$ cat src/dcache_defines.svh
`ifndef DCACHE_DEFINES_SVH
`define DCACHE_DEFINES_SVH

// data word width
`define DC_WORD_BITS 32
// log2 words per line
`define DC_OFFSET_BITS 3
// log2 number of sets
`define DC_SET_BITS 3
`define DC_TAG_BITS 10
`define DC_WAYS 4
`define DC_WAY_BITS 2
// physical address bits actually used, the rest must be zero
`define DC_ADDR_BITS 16

// derived geometry
`define DC_SETS (1 << `DC_SET_BITS)
`define DC_LINE_WORDS (1 << `DC_OFFSET_BITS)
`define DC_LINE_BITS (`DC_WORD_BITS * `DC_LINE_WORDS)

// field positions inside a byte address
`define DC_OFF_LSB 2
`define DC_SET_LSB (`DC_OFF_LSB + `DC_OFFSET_BITS)
`define DC_TAG_LSB (`DC_SET_LSB + `DC_SET_BITS)

// worst case cycles the memory takes to answer a line request
`define DC_MEM_LATENCY 3

`endif

$ cat src/dcache_pkg.sv
`include "dcache_defines.svh"

package dcache_pkg;

    // one data word
    typedef logic [`DC_WORD_BITS-1:0] word_t;
    // cpu or memory byte address
    typedef logic [31:0] addr_t;
    typedef logic [`DC_TAG_BITS-1:0] tag_t;
    typedef logic [`DC_SET_BITS-1:0] set_t;
    typedef logic [`DC_WAY_BITS-1:0] way_t;
    // word index inside a line
    typedef logic [`DC_OFFSET_BITS-1:0] offset_t;
    // whole line, word 0 sits in the top bits
    typedef logic [`DC_LINE_BITS-1:0] line_t;

    // store width, travels on the cpu port
    typedef enum logic [1:0] {
        STORE_BYTE = 2'd0,
        STORE_HALF = 2'd1,
        STORE_WORD = 2'd2
    } store_kind_e;

    // controller states
    typedef enum logic [1:0] {
        ST_READY     = 2'd0,
        ST_WRITEBACK = 2'd1,
        ST_REFILL    = 2'd2
    } ctrl_state_e;

endpackage

$ cat src/dcache_ctrl.sv
`include "dcache_defines.svh"

module dcache_ctrl (
    input  logic              clk,
    input  logic              rst,
    input  logic              rd_req_i,
    input  logic              wr_req_i,
    input  dcache_pkg::addr_t addr_i,
    input  logic              hit_i,
    input  logic              victim_dirty_i,
    input  dcache_pkg::tag_t  victim_tag_i,
    input  logic              mem_done_i,
    output logic              done_o,
    output logic              load_o,
    output logic              store_o,
    output logic              fill_o,
    output logic              mem_rd_req_o,
    output logic              mem_wr_req_o,
    output dcache_pkg::addr_t mem_addr_o
);

    dcache_pkg::ctrl_state_e state_q;
    dcache_pkg::ctrl_state_e state_d;
    logic                    done_q;
    logic                    req;
    logic                    ready;
    dcache_pkg::set_t        set_idx;
    dcache_pkg::addr_t       wb_addr;
    dcache_pkg::addr_t       refill_addr;

    // the cycle after done is not a new request
    // the cpu drops its request only then
    assign req   = (rd_req_i || wr_req_i) && !done_q;
    assign ready = (state_q == dcache_pkg::ST_READY);

    // hit served by the array strobes in one edge
    assign load_o  = ready && req && hit_i && rd_req_i;
    assign store_o = ready && req && hit_i && wr_req_i;
    // refill lands with the memory strobe
    assign fill_o  = (state_q == dcache_pkg::ST_REFILL) && mem_done_i;

    // next state
    always_comb
    begin
        state_d = state_q;
        case (state_q)
            dcache_pkg::ST_READY:
            begin
                // dirty victim goes out first
                if (req && !hit_i)
                    state_d = victim_dirty_i ? dcache_pkg::ST_WRITEBACK
                                             : dcache_pkg::ST_REFILL;
            end
            dcache_pkg::ST_WRITEBACK:
            begin
                if (mem_done_i)
                    state_d = dcache_pkg::ST_REFILL;
            end
            dcache_pkg::ST_REFILL:
            begin
                // line valid next cycle so the request then hits
                if (mem_done_i)
                    state_d = dcache_pkg::ST_READY;
            end
            default: state_d = dcache_pkg::ST_READY;
        endcase
    end

    always_ff @(posedge clk)
    begin
        if (rst)
        begin
            state_q <= dcache_pkg::ST_READY;
            done_q  <= 1'b0;
        end
        else
        begin
            state_q <= state_d;
            // single cycle done strobe
            done_q  <= load_o || store_o;
        end
    end

    assign done_o = done_q;

    // moore memory requests
    assign mem_wr_req_o = (state_q == dcache_pkg::ST_WRITEBACK);
    assign mem_rd_req_o = (state_q == dcache_pkg::ST_REFILL);

    // victim line address rebuilt from its tag and the set
    assign set_idx = addr_i[`DC_SET_LSB +: `DC_SET_BITS];
    assign wb_addr = {{(32 - `DC_TAG_LSB - `DC_TAG_BITS){1'b0}}, victim_tag_i, set_idx,
                      {`DC_SET_LSB{1'b0}}};
    // request address with offset and byte bits cleared
    assign refill_addr = {addr_i[31:`DC_SET_LSB], {`DC_SET_LSB{1'b0}}};

    assign mem_addr_o = mem_wr_req_o ? wb_addr : refill_addr;

    // one memory transfer at a time
    a_mem_req_excl: assert property (
        @(posedge clk) disable iff (rst)
        !(mem_rd_req_o && mem_wr_req_o)
    );

    // cpu issues either a load or a store
    a_cpu_req_excl: assert property (
        @(posedge clk) disable iff (rst)
        !(rd_req_i && wr_req_i)
    );

endmodule

$ cat config.mk
export PLATFORM = sky130hd
export DESIGN_NAME = dcache_ctrl
export DESIGN_NICKNAME = d
export VERILOG_FILES = /design/src/dcache_pkg.sv /design/src/dcache_ctrl.sv
export VERILOG_INCLUDE_DIRS = /design/src /design/src/src
export SDC_FILE = /design/constraint.sdc
export NUM_CORES = 1
export LEC_CHECK = 0
export BUFFER_PORTS_ARGS = -buffer_cell sky130_fd_sc_hd__buf_2
export CORE_MARGIN = 3
export CORE_UTILIZATION = 28
export DETAILED_ROUTE_END_ITERATION = 12
export GPL_TIMING_DRIVEN = 0
export PLACE_DENSITY = 0.85
export SYNTH_ARGS = -nofsm -noshare
export SYNTH_HDL_FRONTEND = slang
export SYNTH_SLANG_ARGS = --single-unit
$ cat constraint.sdc
create_clock -name clk -period 2.3 [get_ports clk]
set_input_delay 0 -clock clk [delete_from_list [all_inputs] [get_ports clk]]
set_output_delay 0 -clock clk [all_outputs]
set_load 0.02 [all_outputs]
==> After elaboration in Yosys (flattened, before gate mapping) <==
Index checks and enable logic that the tools add are counted.
{ "totals": {"regBits": 3, "inputBits": 49, "out_inout_bits": 38} }
{ "op_classes": {"n_eq_ne": 5, "muxes": 6, "n_reduce_logical": 13} }
{ "ops": {"columns": ["op", "count"], "rows": [
  ["32-bit two-way mux", 1],
  ["2-bit two-way mux", 4],
  ["1-bit logical AND", 7],
  ["2-bit one-hot mux with 3 select lines", 1],
  ["2-bit inequality test (second input constant)", 2],
  ["3-bit AND reduction", 1],
  ["2-bit by 1-bit == test with 1-bit output (second input constant)", 1],
  ["2-bit == test (second input constant)", 1],
  ["1-bit zero test", 2],
  ["2-bit zero test", 1],
  ["1-bit logical OR", 2],
  ["2-bit by 1-bit inequality test with 1-bit output (second input constant)", 1]
]} }

==> Logic depth before layout (Yosys ltp) <==
{ "logic_depth": {"depth_word": 6, "ltp_mapped": 4} }

==> Least setup slack after synthesis <==
Ideal clock, no wire load.
{ "synth_path": {"path_type": "reg-to-output", "from": "register state_q[1]", "to": "output mem_addr_o[21]", "t_arrival_ps": 1048, "required_time_ps": 2300, "slack_ps": 1252, "path_stages_with_launch": 5, "path_cell_list": "dfxtp_1 nand2b_1 buf_6 clkbuf_1 and2_1"} }
{ "synth_via": {"elab_chain_cells": 2} }
{ "synth_lines": {"columns": ["item", "line_no", "rtl"], "rows": [
  ["start, declared", "dcache_ctrl.sv:22", "dcache_pkg::ctrl_state_e state_q;"],
  ["start signal, assigned", "dcache_ctrl.sv:73", "state_q <= dcache_pkg::ST_READY;"],
  ["start signal, assigned", "dcache_ctrl.sv:78", "state_q <= state_d;"],
  ["2-bit by 1-bit == test with 1-bit output", "dcache_ctrl.sv:87", "assign mem_wr_req_o = (state_q == dcache_pkg::ST_WRITEBACK);"],
  ["32-bit two-way mux", "dcache_ctrl.sv:97", "assign mem_addr_o = mem_wr_req_o ? wb_addr : refill_addr;"],
  ["end, declared", "dcache_ctrl.sv:19", "output dcache_pkg::addr_t mem_addr_o"]
]} }
No other way between the ends.

==> Worst setup path in the final report <==
{ "layout_path": {"from": "register state_q[1]", "to": "output mem_addr_o[16]"} }
Same word-level chain as after synthesis.

==> run summary <==
Setup ws final: 0.826 ns
Core Box Area: 1560 um^2
# rows: 14
Reg clk slew, reported paths: 0.04 ns
Vias in the first global route: 612
Power Density: 404 nW/um^2
Gr usage total: 0.137
Port buffer count: 73
Clock share of power: 0.264
Place WS: 1.07 ns
Placed cell area: 883 um^2
Leakage: 0.572 nW
1st-pass router iterations: 4
Crit path DAT: 1.47 ns
Startpoint of the worst hold path: victim_dirty_i
Seq cells post-synth: 3
Via Count: 702
Clock buffer depth: 2
Max H-tree Level: 1
Most frequent cells in the layout: buf_2 (73), and2_1 (15), buf_4 (8)
Hold crit path type: in2reg
TritonCTS clock tree: done
Clk Latency, worst-skew pair: 0.24 ns
Setup TNS: 0 ns
Die W: 47.5 um
Post-Syn Instances: 59
Register area share after synthesis: 0.124
Net Sw Frac: 0.402
First-pass GRT wire length: 2230 um
Internal power: 0.222 mW
# setup viols final: 0
Die height: 47.5 um
Clk sinks: 3
Switching power: 0.150 mW
Final Slew Violations: 0
Commonest non-fill, non-tap cell in the layout: buf_2
Initial antenna violation count: 0
Post-DP HPWL: 1540 um
MaxCap Viol Count: 0
R2R Path Start: done_o$_SDFF_PP0_
Count of cell types in the netlist: 20
Combinational share of power: 0.573
Antenna diode instance count: 0
Postcts setup bufs: 0
Area share of the largest cell type after synthesis: 0.194
Layout cells sized above 1: 0.688
CP Max Fanout: 10
Via density: 4.47
Final RePlAce weighted congestion: 0.626
Area leader, netlist: and2_1
Sequential power share: 0.163
Routed WL per cell: 11.3 um
Mapped Area: 483 um^2
Final Instance Area: 920 um^2
Crit path from: state_q[1]$_SDFFE_PP0P_
Final period util: 0.641
CP endpoint kind: output port
Die Area: 2260 um^2
Yosys warns: 0
Pin count of the biggest net entering global routing: 11
Final hold vios: 0
Synth top area cells: and2_1 (19%), mux2_4 (16%), dfxtp_1 (12%), buf_4 (12%), mux2_2 (12%)
Initial core utilization: 0.310
Worst Path Required: 2.30 ns
FMAX: 679 MHz
Clock Skew: 0.00766 ns
Worst VDD drop: 237 uV
TritonCTS buffer count: 3
RSZ-0062 raised after global routing: no
# DRC: 0
Area growth from synthesis to layout: 90.4%
Critical Path Start Type: flip-flop
WHS: 0.0626 ns
CP Class: reg2out
Io pins: 87
1st-iter DRT viols: 16
Avg Cell Area, Syn: 8.19 um^2
Nets: 191
Grt ovf: 0
CTS root buffer: clkbuf_4
Crit path time final: 1.47 ns
Drt total wl: 1770 um
Post-route ant nets: 0
Run status: complete, no violations
## power groups by stage
stage | clock [mW] | combinational (mW) | sequential, mW
finish | 0.0980 | 0.213 | 0.0607
global route | 0.101 | 0.230 | 0.0612
CTS | 0.0987 | 0.214 | 0.0606
detailed placement | 0 | 0.212 | 0.0612
global placement | 0 | 0.209 | 0.0608
floorplan | 0 | 0.132 | 0.0617
## state kept, by name (all words and copies together), names as in the netlist
signal,cells
done_o,1
state_q,2
## stage by stage
| step | utilization | power (mW) | std cells |
|---|---|---|---|
| detailed placement | 0.567 | 0.273 | 152 |
| finish | 0.590 | 0.372 | 157 |
| global placement | 0.567 | 0.270 | 152 |
| global route | 0.590 | 0.393 | 157 |
| floorplan | - | 0.194 | 63 |
| CTS | 0.590 | 0.374 | 157 |
## cells by family (layout without fill, tap and decap cells)
group                  count (synthesis)  in the layout  synth area share
AND/OR/NAND/NOR                       28             28             0.339
buffers and inverters                 14             92             0.210
multiplexers                          10             10             0.272
AO/OA/AOI/OAI                          3              3            0.0466
flip-flops                             3              3             0.124
other                                  1              5           0.00776
## routing by layer
| layer | share of wire | vias to the layer above | GRT usage |
|---|---|---|---|
| met5 | 0 | - | 0 |
| met3 | 0.16 | 9 | 0.0150 |
| li1 | - | 340 | - |
| met1 | 0.34 | 285 | 0.133 |
| met4 | 0.028 | 0 | 0.0914 |
| met2 | 0.47 | 68 | 0.267 |
## area by class of cell
class,count,area (um^2)
Fill cell,142,639
Buffer,11,90.1
Clock buffer,4,26.3
Inverter,3,11.3
Multi-Input combinational cell,46,337
Timing Repair Buffer,74,375
Sequential cell,3,60.1
Tap cell,16,20.0
## timing repair
action	CTS	global route
resized for setup	0	0
hold buffers	1	0
hold endpoints to repair	1	0
## cells in the mapped netlist
library cell / n
nor4_1: 1
buf_4: 8
or4_1: 1
a21oi_1: 1
buf_8: 1
mux2_2: 5
dfxtp_1: 3
nor2b_1: 2
nor2_1: 5
clkbuf_1: 1
inv_1: 3
conb_1: 1
mux2_4: 5
o21a_1: 1
a211o_2: 1
nand3b_1: 1
nand2b_1: 2
nor3_1: 1
buf_6: 1
and2_1: 15
## path summary, 6_finish.rpt
| kind | endpoint | slack, ns | cells past startpoint |
|---|---|---|---|
| setup / recovery | mem_addr_o[16] | 0.83 | 5 |
| hold / removal | state_q[1]$_SDFFE_PP0P_ | 0.06 | 3 |
| setup reg to reg | state_q[1]$_SDFFE_PP0P_ | 1.26 | 2 |
| hold reg to reg | state_q[0]$_SDFFE_PP0P_ | 0.58 | 2 |
## worst max-delay path: stages, from the launching register on
cell      delay (ns)
dfxtp_1         0.38
nand2b_1        0.14
buf_6           0.13
buf_8           0.13
mux2_4          0.29
buf_2           0.16
(Power assumes the default switching activity.)
