$ cat config.mk
export PLATFORM = sky130hd
export DESIGN_NAME = dcache_tag_array
export DESIGN_NICKNAME = d
export VERILOG_FILES = /design/src/dcache_pkg.sv /design/src/dcache_tag_array.sv
export VERILOG_INCLUDE_DIRS = /design/src /design/src/src
export SDC_FILE = /design/constraint.sdc
export NUM_CORES = 1
export LEC_CHECK = 0
export ABC_AREA = 1
export BUFFER_PORTS_ARGS = -buffer_cell sky130_fd_sc_hd__buf_2
export CAP_MARGIN = 15
export CORE_UTILIZATION = 53
export CTS_CLUSTER_DIAMETER = 50
export DETAILED_ROUTE_END_ITERATION = 16
export PLACE_DENSITY_LB_ADDON = 0.15
export SYNTH_ARGS = -nofsm -noshare
export SYNTH_HDL_FRONTEND = slang
export SYNTH_SLANG_ARGS = --single-unit
$ cat constraint.sdc
create_clock -name clk -period 5.9 [get_ports clk]
set_clock_uncertainty 0.1 [all_clocks]
set_input_delay 1.18 -clock clk [delete_from_list [all_inputs] [get_ports clk]]
set_output_delay 1.18 -clock clk [all_outputs]
set_load 0.02 [all_outputs]
$ cat src/dcache_defines.svh
`ifndef DCACHE_DEFINES_SVH
`define DCACHE_DEFINES_SVH

// data word width
`define DC_WORD_BITS 32
// log2 words per line
`define DC_OFFSET_BITS 3
// log2 number of sets
`define DC_SET_BITS 3
`define DC_TAG_BITS 10
`define DC_WAYS 4
`define DC_WAY_BITS 2
// physical address bits actually used, the rest must be zero
`define DC_ADDR_BITS 16

// derived geometry
`define DC_SETS (1 << `DC_SET_BITS)
`define DC_LINE_WORDS (1 << `DC_OFFSET_BITS)
`define DC_LINE_BITS (`DC_WORD_BITS * `DC_LINE_WORDS)

// field positions inside a byte address
`define DC_OFF_LSB 2
`define DC_SET_LSB (`DC_OFF_LSB + `DC_OFFSET_BITS)
`define DC_TAG_LSB (`DC_SET_LSB + `DC_SET_BITS)

// worst case cycles the memory takes to answer a line request
`define DC_MEM_LATENCY 3

`endif

$ cat src/dcache_pkg.sv
`include "dcache_defines.svh"

package dcache_pkg;

    // one data word
    typedef logic [`DC_WORD_BITS-1:0] word_t;
    // cpu or memory byte address
    typedef logic [31:0] addr_t;
    typedef logic [`DC_TAG_BITS-1:0] tag_t;
    typedef logic [`DC_SET_BITS-1:0] set_t;
    typedef logic [`DC_WAY_BITS-1:0] way_t;
    // word index inside a line
    typedef logic [`DC_OFFSET_BITS-1:0] offset_t;
    // whole line, word 0 sits in the top bits
    typedef logic [`DC_LINE_BITS-1:0] line_t;

    // store width, travels on the cpu port
    typedef enum logic [1:0] {
        STORE_BYTE = 2'd0,
        STORE_HALF = 2'd1,
        STORE_WORD = 2'd2
    } store_kind_e;

    // controller states
    typedef enum logic [1:0] {
        ST_READY     = 2'd0,
        ST_WRITEBACK = 2'd1,
        ST_REFILL    = 2'd2
    } ctrl_state_e;

endpackage

$ cat src/dcache_tag_array.sv
`include "dcache_defines.svh"

module dcache_tag_array (
    input  logic               clk,
    input  logic               rst,
    input  dcache_pkg::addr_t  addr_i,
    input  logic               fill_i,
    input  logic               store_i,
    output logic               hit_o,
    output dcache_pkg::way_t   hit_way_o,
    output dcache_pkg::way_t   victim_way_o,
    output logic               victim_dirty_o,
    output dcache_pkg::tag_t   victim_tag_o
);

    // per set state, one bit per way
    logic [`DC_WAYS-1:0] valid_q [`DC_SETS];
    logic [`DC_WAYS-1:0] dirty_q [`DC_SETS];
    dcache_pkg::tag_t    tag_q   [`DC_SETS][`DC_WAYS];
    // round robin victim pointer per set
    dcache_pkg::way_t    fifo_q  [`DC_SETS];

    dcache_pkg::set_t    set_idx;
    dcache_pkg::tag_t    req_tag;
    logic [`DC_WAYS-1:0] hit_vec;

    // split the request address
    assign set_idx = addr_i[`DC_SET_LSB +: `DC_SET_BITS];
    assign req_tag = addr_i[`DC_TAG_LSB +: `DC_TAG_BITS];

    // compare all ways of the addressed set
    always_comb
    begin
        hit_way_o = '0;
        for (int w = 0; w < `DC_WAYS; w++)
        begin
            hit_vec[w] = valid_q[set_idx][w] && (tag_q[set_idx][w] == req_tag);
            if (hit_vec[w])
                hit_way_o = dcache_pkg::way_t'(w);
        end
    end

    assign hit_o = |hit_vec;

    // victim is whatever the fifo pointer names
    assign victim_way_o   = fifo_q[set_idx];
    // only a valid and dirty line needs a writeback
    assign victim_dirty_o = valid_q[set_idx][victim_way_o] && dirty_q[set_idx][victim_way_o];
    assign victim_tag_o   = tag_q[set_idx][victim_way_o];

    // valid, dirty and fifo pointers
    always_ff @(posedge clk)
    begin
        if (rst)
        begin
            for (int s = 0; s < `DC_SETS; s++)
            begin
                valid_q[s] <= '0;
                dirty_q[s] <= '0;
                fifo_q[s]  <= '0;
            end
        end
        else
        begin
            if (fill_i)
            begin
                // fresh line from memory is clean
                valid_q[set_idx][victim_way_o] <= 1'b1;
                dirty_q[set_idx][victim_way_o] <= 1'b0;
                // 2-bit pointer wraps 3 -> 0 by itself
                fifo_q[set_idx] <= victim_way_o + 1'b1;
            end
            if (store_i)
                dirty_q[set_idx][hit_way_o] <= 1'b1;
        end
    end

    // tag written with the refill
    always_ff @(posedge clk)
    begin
        if (fill_i)
            tag_q[set_idx][victim_way_o] <= req_tag;
    end

    // fills only happen on a miss, so a tag never lands twice in one set
    a_single_hit: assert property (
        @(posedge clk) disable iff (rst)
        !$isunknown(addr_i) |-> $onehot0(hit_vec)
    );

    // addresses touching the arrays stay inside the physical window
    a_addr_window: assert property (
        @(posedge clk) disable iff (rst)
        (fill_i || store_i) |-> (addr_i[31:`DC_ADDR_BITS] == '0)
    );

endmodule

== Word level (Yosys, flattened, before mapping) ==
Memory sizes are Yosys's and may differ from the RTL's.
Index checks and enable logic that the tools add are counted.

* Bits in registers: 0
* Bits in writable memories: 400
* Output and inout port bits: 16
* Logic and storage cells: 71
* Memories kept: 4

{| class="wikitable"
|+ Memory list
! memory !! depth !! width !! read ports !! clocked after Yosys merged registers in !! write ports !! RTL line !! text
|-
| tag_q || 8 || 40 || 1 || 0 || 1 || dcache_tag_array.sv:19 || <nowiki>dcache_pkg::tag_t tag_q [`DC_SETS][`DC_WAYS];</nowiki>
|-
| dirty_q || 8 || 4 || 1 || 0 || 8 || dcache_tag_array.sv:18 || <nowiki>logic [`DC_WAYS-1:0] dirty_q [`DC_SETS];</nowiki>
|-
| valid_q || 8 || 4 || 1 || 0 || 8 || dcache_tag_array.sv:17 || <nowiki>logic [`DC_WAYS-1:0] valid_q [`DC_SETS];</nowiki>
|-
| fifo_q || 8 || 2 || 1 || 0 || 8 || dcache_tag_array.sv:21 || <nowiki>dcache_pkg::way_t fifo_q [`DC_SETS];</nowiki>
|}

* $add $sub $neg: 1
* $lt $le $gt $ge: 6
* Equal/unequal tests: 4
* Muxes and demuxes: 39
* Bitwise gates (word level): 5
* Reduce and logical (&&, ||, !) cells: 12

{| class="wikitable"
|+ Operators with widths
! operator !! count
|-
| == test 10 bit || 4
|-
| two-way mux 40 bit || 1
|-
| two-way mux 10 bit || 3
|-
| two-way mux 4 bit || 6
|-
| binary-select mux 10 bit (select 2 bit) || 1
|-
| demux 10 bit (select 2 bit) || 1
|-
| two-way mux 1 bit || 17
|-
| OR reduction 4 bit || 3
|-
| two-way mux 3 bit || 3
|-
| logical AND 1 bit || 8
|-
| less-than comparator 2 x 3 -> 1 bit, second input constant || 2
|-
| two-way mux 2 bit || 3
|-
| binary-select mux 1 bit (select 2 bit) || 2
|-
| demux 1 bit (select 2 bit) || 2
|-
| >= comparator 2 x 1 -> 1 bit, second input constant || 2
|-
| OR 1 bit || 4
|-
| >= comparator 3 bit, second input constant || 1
|-
| less-than comparator 3 x 1 -> 1 bit, second input constant || 1
|-
| inverter 2 -> 3 bit || 1
|-
| adder 2 x 1 -> 2 bit, second input constant || 1
|-
| OR reduction 2 bit || 1
|}

== Longest topological paths before layout ==
An unclocked memory read counts as a cell.

* Depth in word-level cells: 14
* Depth in mapped cells: 19
* Mapped depth without buffers: 16

== Worst setup path after synthesis ==
No wires, ideal clock.

* Path type: input -> output
* Start point: input port addr_i[5]
* End point: output port victim_tag_o[0]
* Arrival time: 3.130 ns
* Data required time: 4.620 ns
* Path slack: 1.490 ns
* Stages on the path: 10
* Cells stage by stage: buf_6 > inv_4 > buf_4 > buf_2 > nand2_1 > o2bb2ai_1 > a221oi_1 > nand4_1 > clkbuf_1 > o21ai_0

* Cells in the longest elaborated chain, start to end: 5

{| class="wikitable"
|+ Ends and longest elaborated chain
! item !! RTL line !! text
|-
| from (decl) || dcache_tag_array.sv:6 || <nowiki>input dcache_pkg::addr_t addr_i,</nowiki>
|-
| memory read (8 x 2 bit) || -- ||
|-
| named net victim_way_o[1] || dcache_tag_array.sv:11 || <nowiki>output dcache_pkg::way_t victim_way_o,</nowiki>
|-
| inverter 2 -> 3 bit (implied by the code) || dcache_tag_array.sv:49 || <nowiki>assign victim_tag_o = tag_q[set_idx][victim_way_o];</nowiki>
|-
| binary-select mux 10 bit (select 2 bit) || dcache_tag_array.sv:49 ||
|-
| two-way mux 10 bit (implied by the code) (2 in a row) || dcache_tag_array.sv:49 ||
|-
| to (decl) || dcache_tag_array.sv:13 || <nowiki>output dcache_pkg::tag_t victim_tag_o</nowiki>
|}

The timed path passes the listed nets, and every way through them passes these cells. The select of a mux whose other input is x is not followed.

== Worst setup path in the final report ==
* Start point: input port addr_i[5]
* End point: output port victim_tag_o[1]

* Cells in the longest elaborated chain, start to end: 5

{| class="wikitable"
|+ Ends and longest elaborated chain
! item !! RTL line
|-
| memory read (8 x 2 bit) || --
|-
| inverter 2 -> 3 bit (implied by the code) || dcache_tag_array.sv:49
|-
| binary-select mux 10 bit (select 2 bit) * || dcache_tag_array.sv:49
|-
| two-way mux 10 bit (implied by the code) * (2 in a row) || dcache_tag_array.sv:49
|}

Mark *: on every way between the ends. The rest lies on a longest branch, timed or not. The select of a mux whose other input is x is not followed.

==> metrics.csv <==
metric,value,unit
status,finished clean,
grt_max_degree,145,
ctsHoldBuffers,0,
yosysSeqAreaShare,64.7,%
syn-instance-count,1869,
finalHoldViolations,0,
fmax,186,MHz
min_period,5.37,ns
crit_path_max_fanout,57,
max-cap-violations,0,
synthArstFlopShare,0,%
dieArea,0.0348,mm²
synth_nets,1909,
initial_core_util,53.9,%
rows,67,
worstPathArrival,4.09,ns
syn_area_per_cell,9.67,µm²
synthFlopType,edfxtp_1,
final_antenna_net_count,0,
drive_gt1_share,10.0,%
fp.dieH,187,µm
required,4.62,ns
viasPerCell,5.48,
cts_max_path_buffers,3,
synth_top_area_share,61.1,%
ir_drop,0.230,mV
root_buffer,clkbuf_16,
drtIter0Drc,1348,
ios,52,
synth.largest_area_cell,edfxtp_1,
wl_per_cell,19.7,µm
hold_ws,0.366,ns
cts-htree-levels,2,
syn_area,0.0181,mm²
setup_violations,0,
cp-start-kind,input port,
ctsResizeCount,0,
synth_edf_count,368,
drc,0,
slew_headroom,23.9,%
timing.final.crit_share,91.0,%
synth.distinct_cells,40,
worstMarginPinSlew,1.14,ns
first_pass_iters,5,
grt-ovfl-total,0,
die_x,187,µm
clk_pin_slew,0.06,ns
grt_pass1_wl,72.8,mm
p_total,6.35,mW
critPathKind,in -> out,
worstSetupEndpointType,output port,
fin_nets,1977,
cts_tree,done,
final_max_slew_viol_count,0,
cts.sink_count,400,
core,0.0335,mm²
synth_common_cells,"nand2_1 (597), edfxtp_1 (368), nor2_1 (233)",
clock_latency,0.54,ns
dp_hpwl,30.5,mm
yosysMostFrequentCell,nand2_1,
area.growth.synth_to_final,12.5,%
post-cts-setup-buffers,0,
place_congestion,0.904,
power_density,312,mW/mm²
antenna_found_initial,1,
grt.total_usage,27.6,%
p_leak,8.49,nW
ys_seq_elements,400,
ys_warn_count,0,
numPortBuffers,32,
rsz0062_at_grt,no,
routed_wl,47.5,mm
fin_tns_setup,0,ns
grt_pass1_vias,12500,
synthTopCellsByArea,"edfxtp_1 (61%), nand2_1 (12%), nor2_1 (4.8%)",
hp-class,reg -> reg,
vias,13200,
cts_buffers,44,
area by class of cell:
cell class | count | area (µm²)
clock inverter | 25 | 251
tap | 448 | 561
multi-input combinational | 1170 | 5110
clock buffer | 51 | 1150
timing repair buffer | 107 | 758
inverter | 214 | 806
fill | 2791 | 13200
antenna | 1 | 2.50
sequential | 400 | 11700
per-stage QoR:
stage	cell area (µm²)	setup slack, ns	utilization [%]	std cells
after floorplan	18100	1.49	-	1869
after global placement	18900	0.742	56.4	2336
after detailed placement	18900	0.692	56.4	2336
after CTS	20300	0.682	60.5	2412
after global routing	20300	0.404	60.6	2415
final	20300	0.532	60.6	2416
metal layers:
metal | part of all wire, % | track usage, % | up-vias
met5 | 0 | 0 | -
met4 | 3.3 | 9.96 | 0
met3 | 8.4 | 3.86 | 103
met2 | 45 | 42.7 | 563
met1 | 43 | 40.1 | 6295
li1 | - | - | 6273
state kept, by name, summed over array words and instances, names as in the netlist:
register  cells
tag_q       320
dirty_q      32
valid_q      32
fifo_q       16
cell usage in the layout, fill, tap and decap left out, types with 9 or more instances in the layout:
| cell | instances |
|---|---|
| nor2_1 | 233 |
| nand4_1 | 27 |
| o22ai_1 | 17 |
| nand3_1 | 91 |
| o211ai_1 | 13 |
| dfxtp_1 | 32 |
| a21oi_1 | 37 |
| nand2_1 | 597 |
| or2_2 | 9 |
| clkbuf_16 | 45 |
| buf_4 | 72 |
| buf_2 | 31 |
| clkinv_2 | 11 |
| o21ai_0 | 84 |
| inv_1 | 207 |
| edfxtp_1 | 368 |
path summary, 6_finish.rpt:
kind	startpoint	to	slack (ns)	cells after the start
max	addr_i[5]	victim_tag_o[1]	0.53	11
min	valid_q[1][2]$_DFF_P_	valid_q[1][2]$_DFF_P_	0.37	1
max reg2reg	fifo_q[6][0]$_SDFFCE_PN0P_	dirty_q[5][0]$_SDFFCE_PN0P_	2.66	11
min reg2reg	valid_q[1][2]$_DFF_P_	valid_q[1][2]$_DFF_P_	0.37	1
cell families after synthesis:
logic type	synth area share, %
DFF	64.7
muxes	0.0554
buffers and inverters	7.05
adders and majority gates	0.277
AOI/OAI and AO/OA	5.88
and+or+nand+nor	22.1
power by group:
part	internal, mW	switching [mW]
clock network	1.61	1.07
registers	3.13	0.00941
logic	0.135	0.394
worst max-delay path: stages:
cell and delay, ns:
buf_6 0.32, inv_4 0.35, nor2_1 0.67, buf_4 0.29, nand2_1 0.06, nand2_1 0.07, nor2_1 0.06, nand3_1 0.13
a21oi_1 0.13, o21ai_0 0.47, buf_2 0.27
Power figures use the tool's default switching activity.
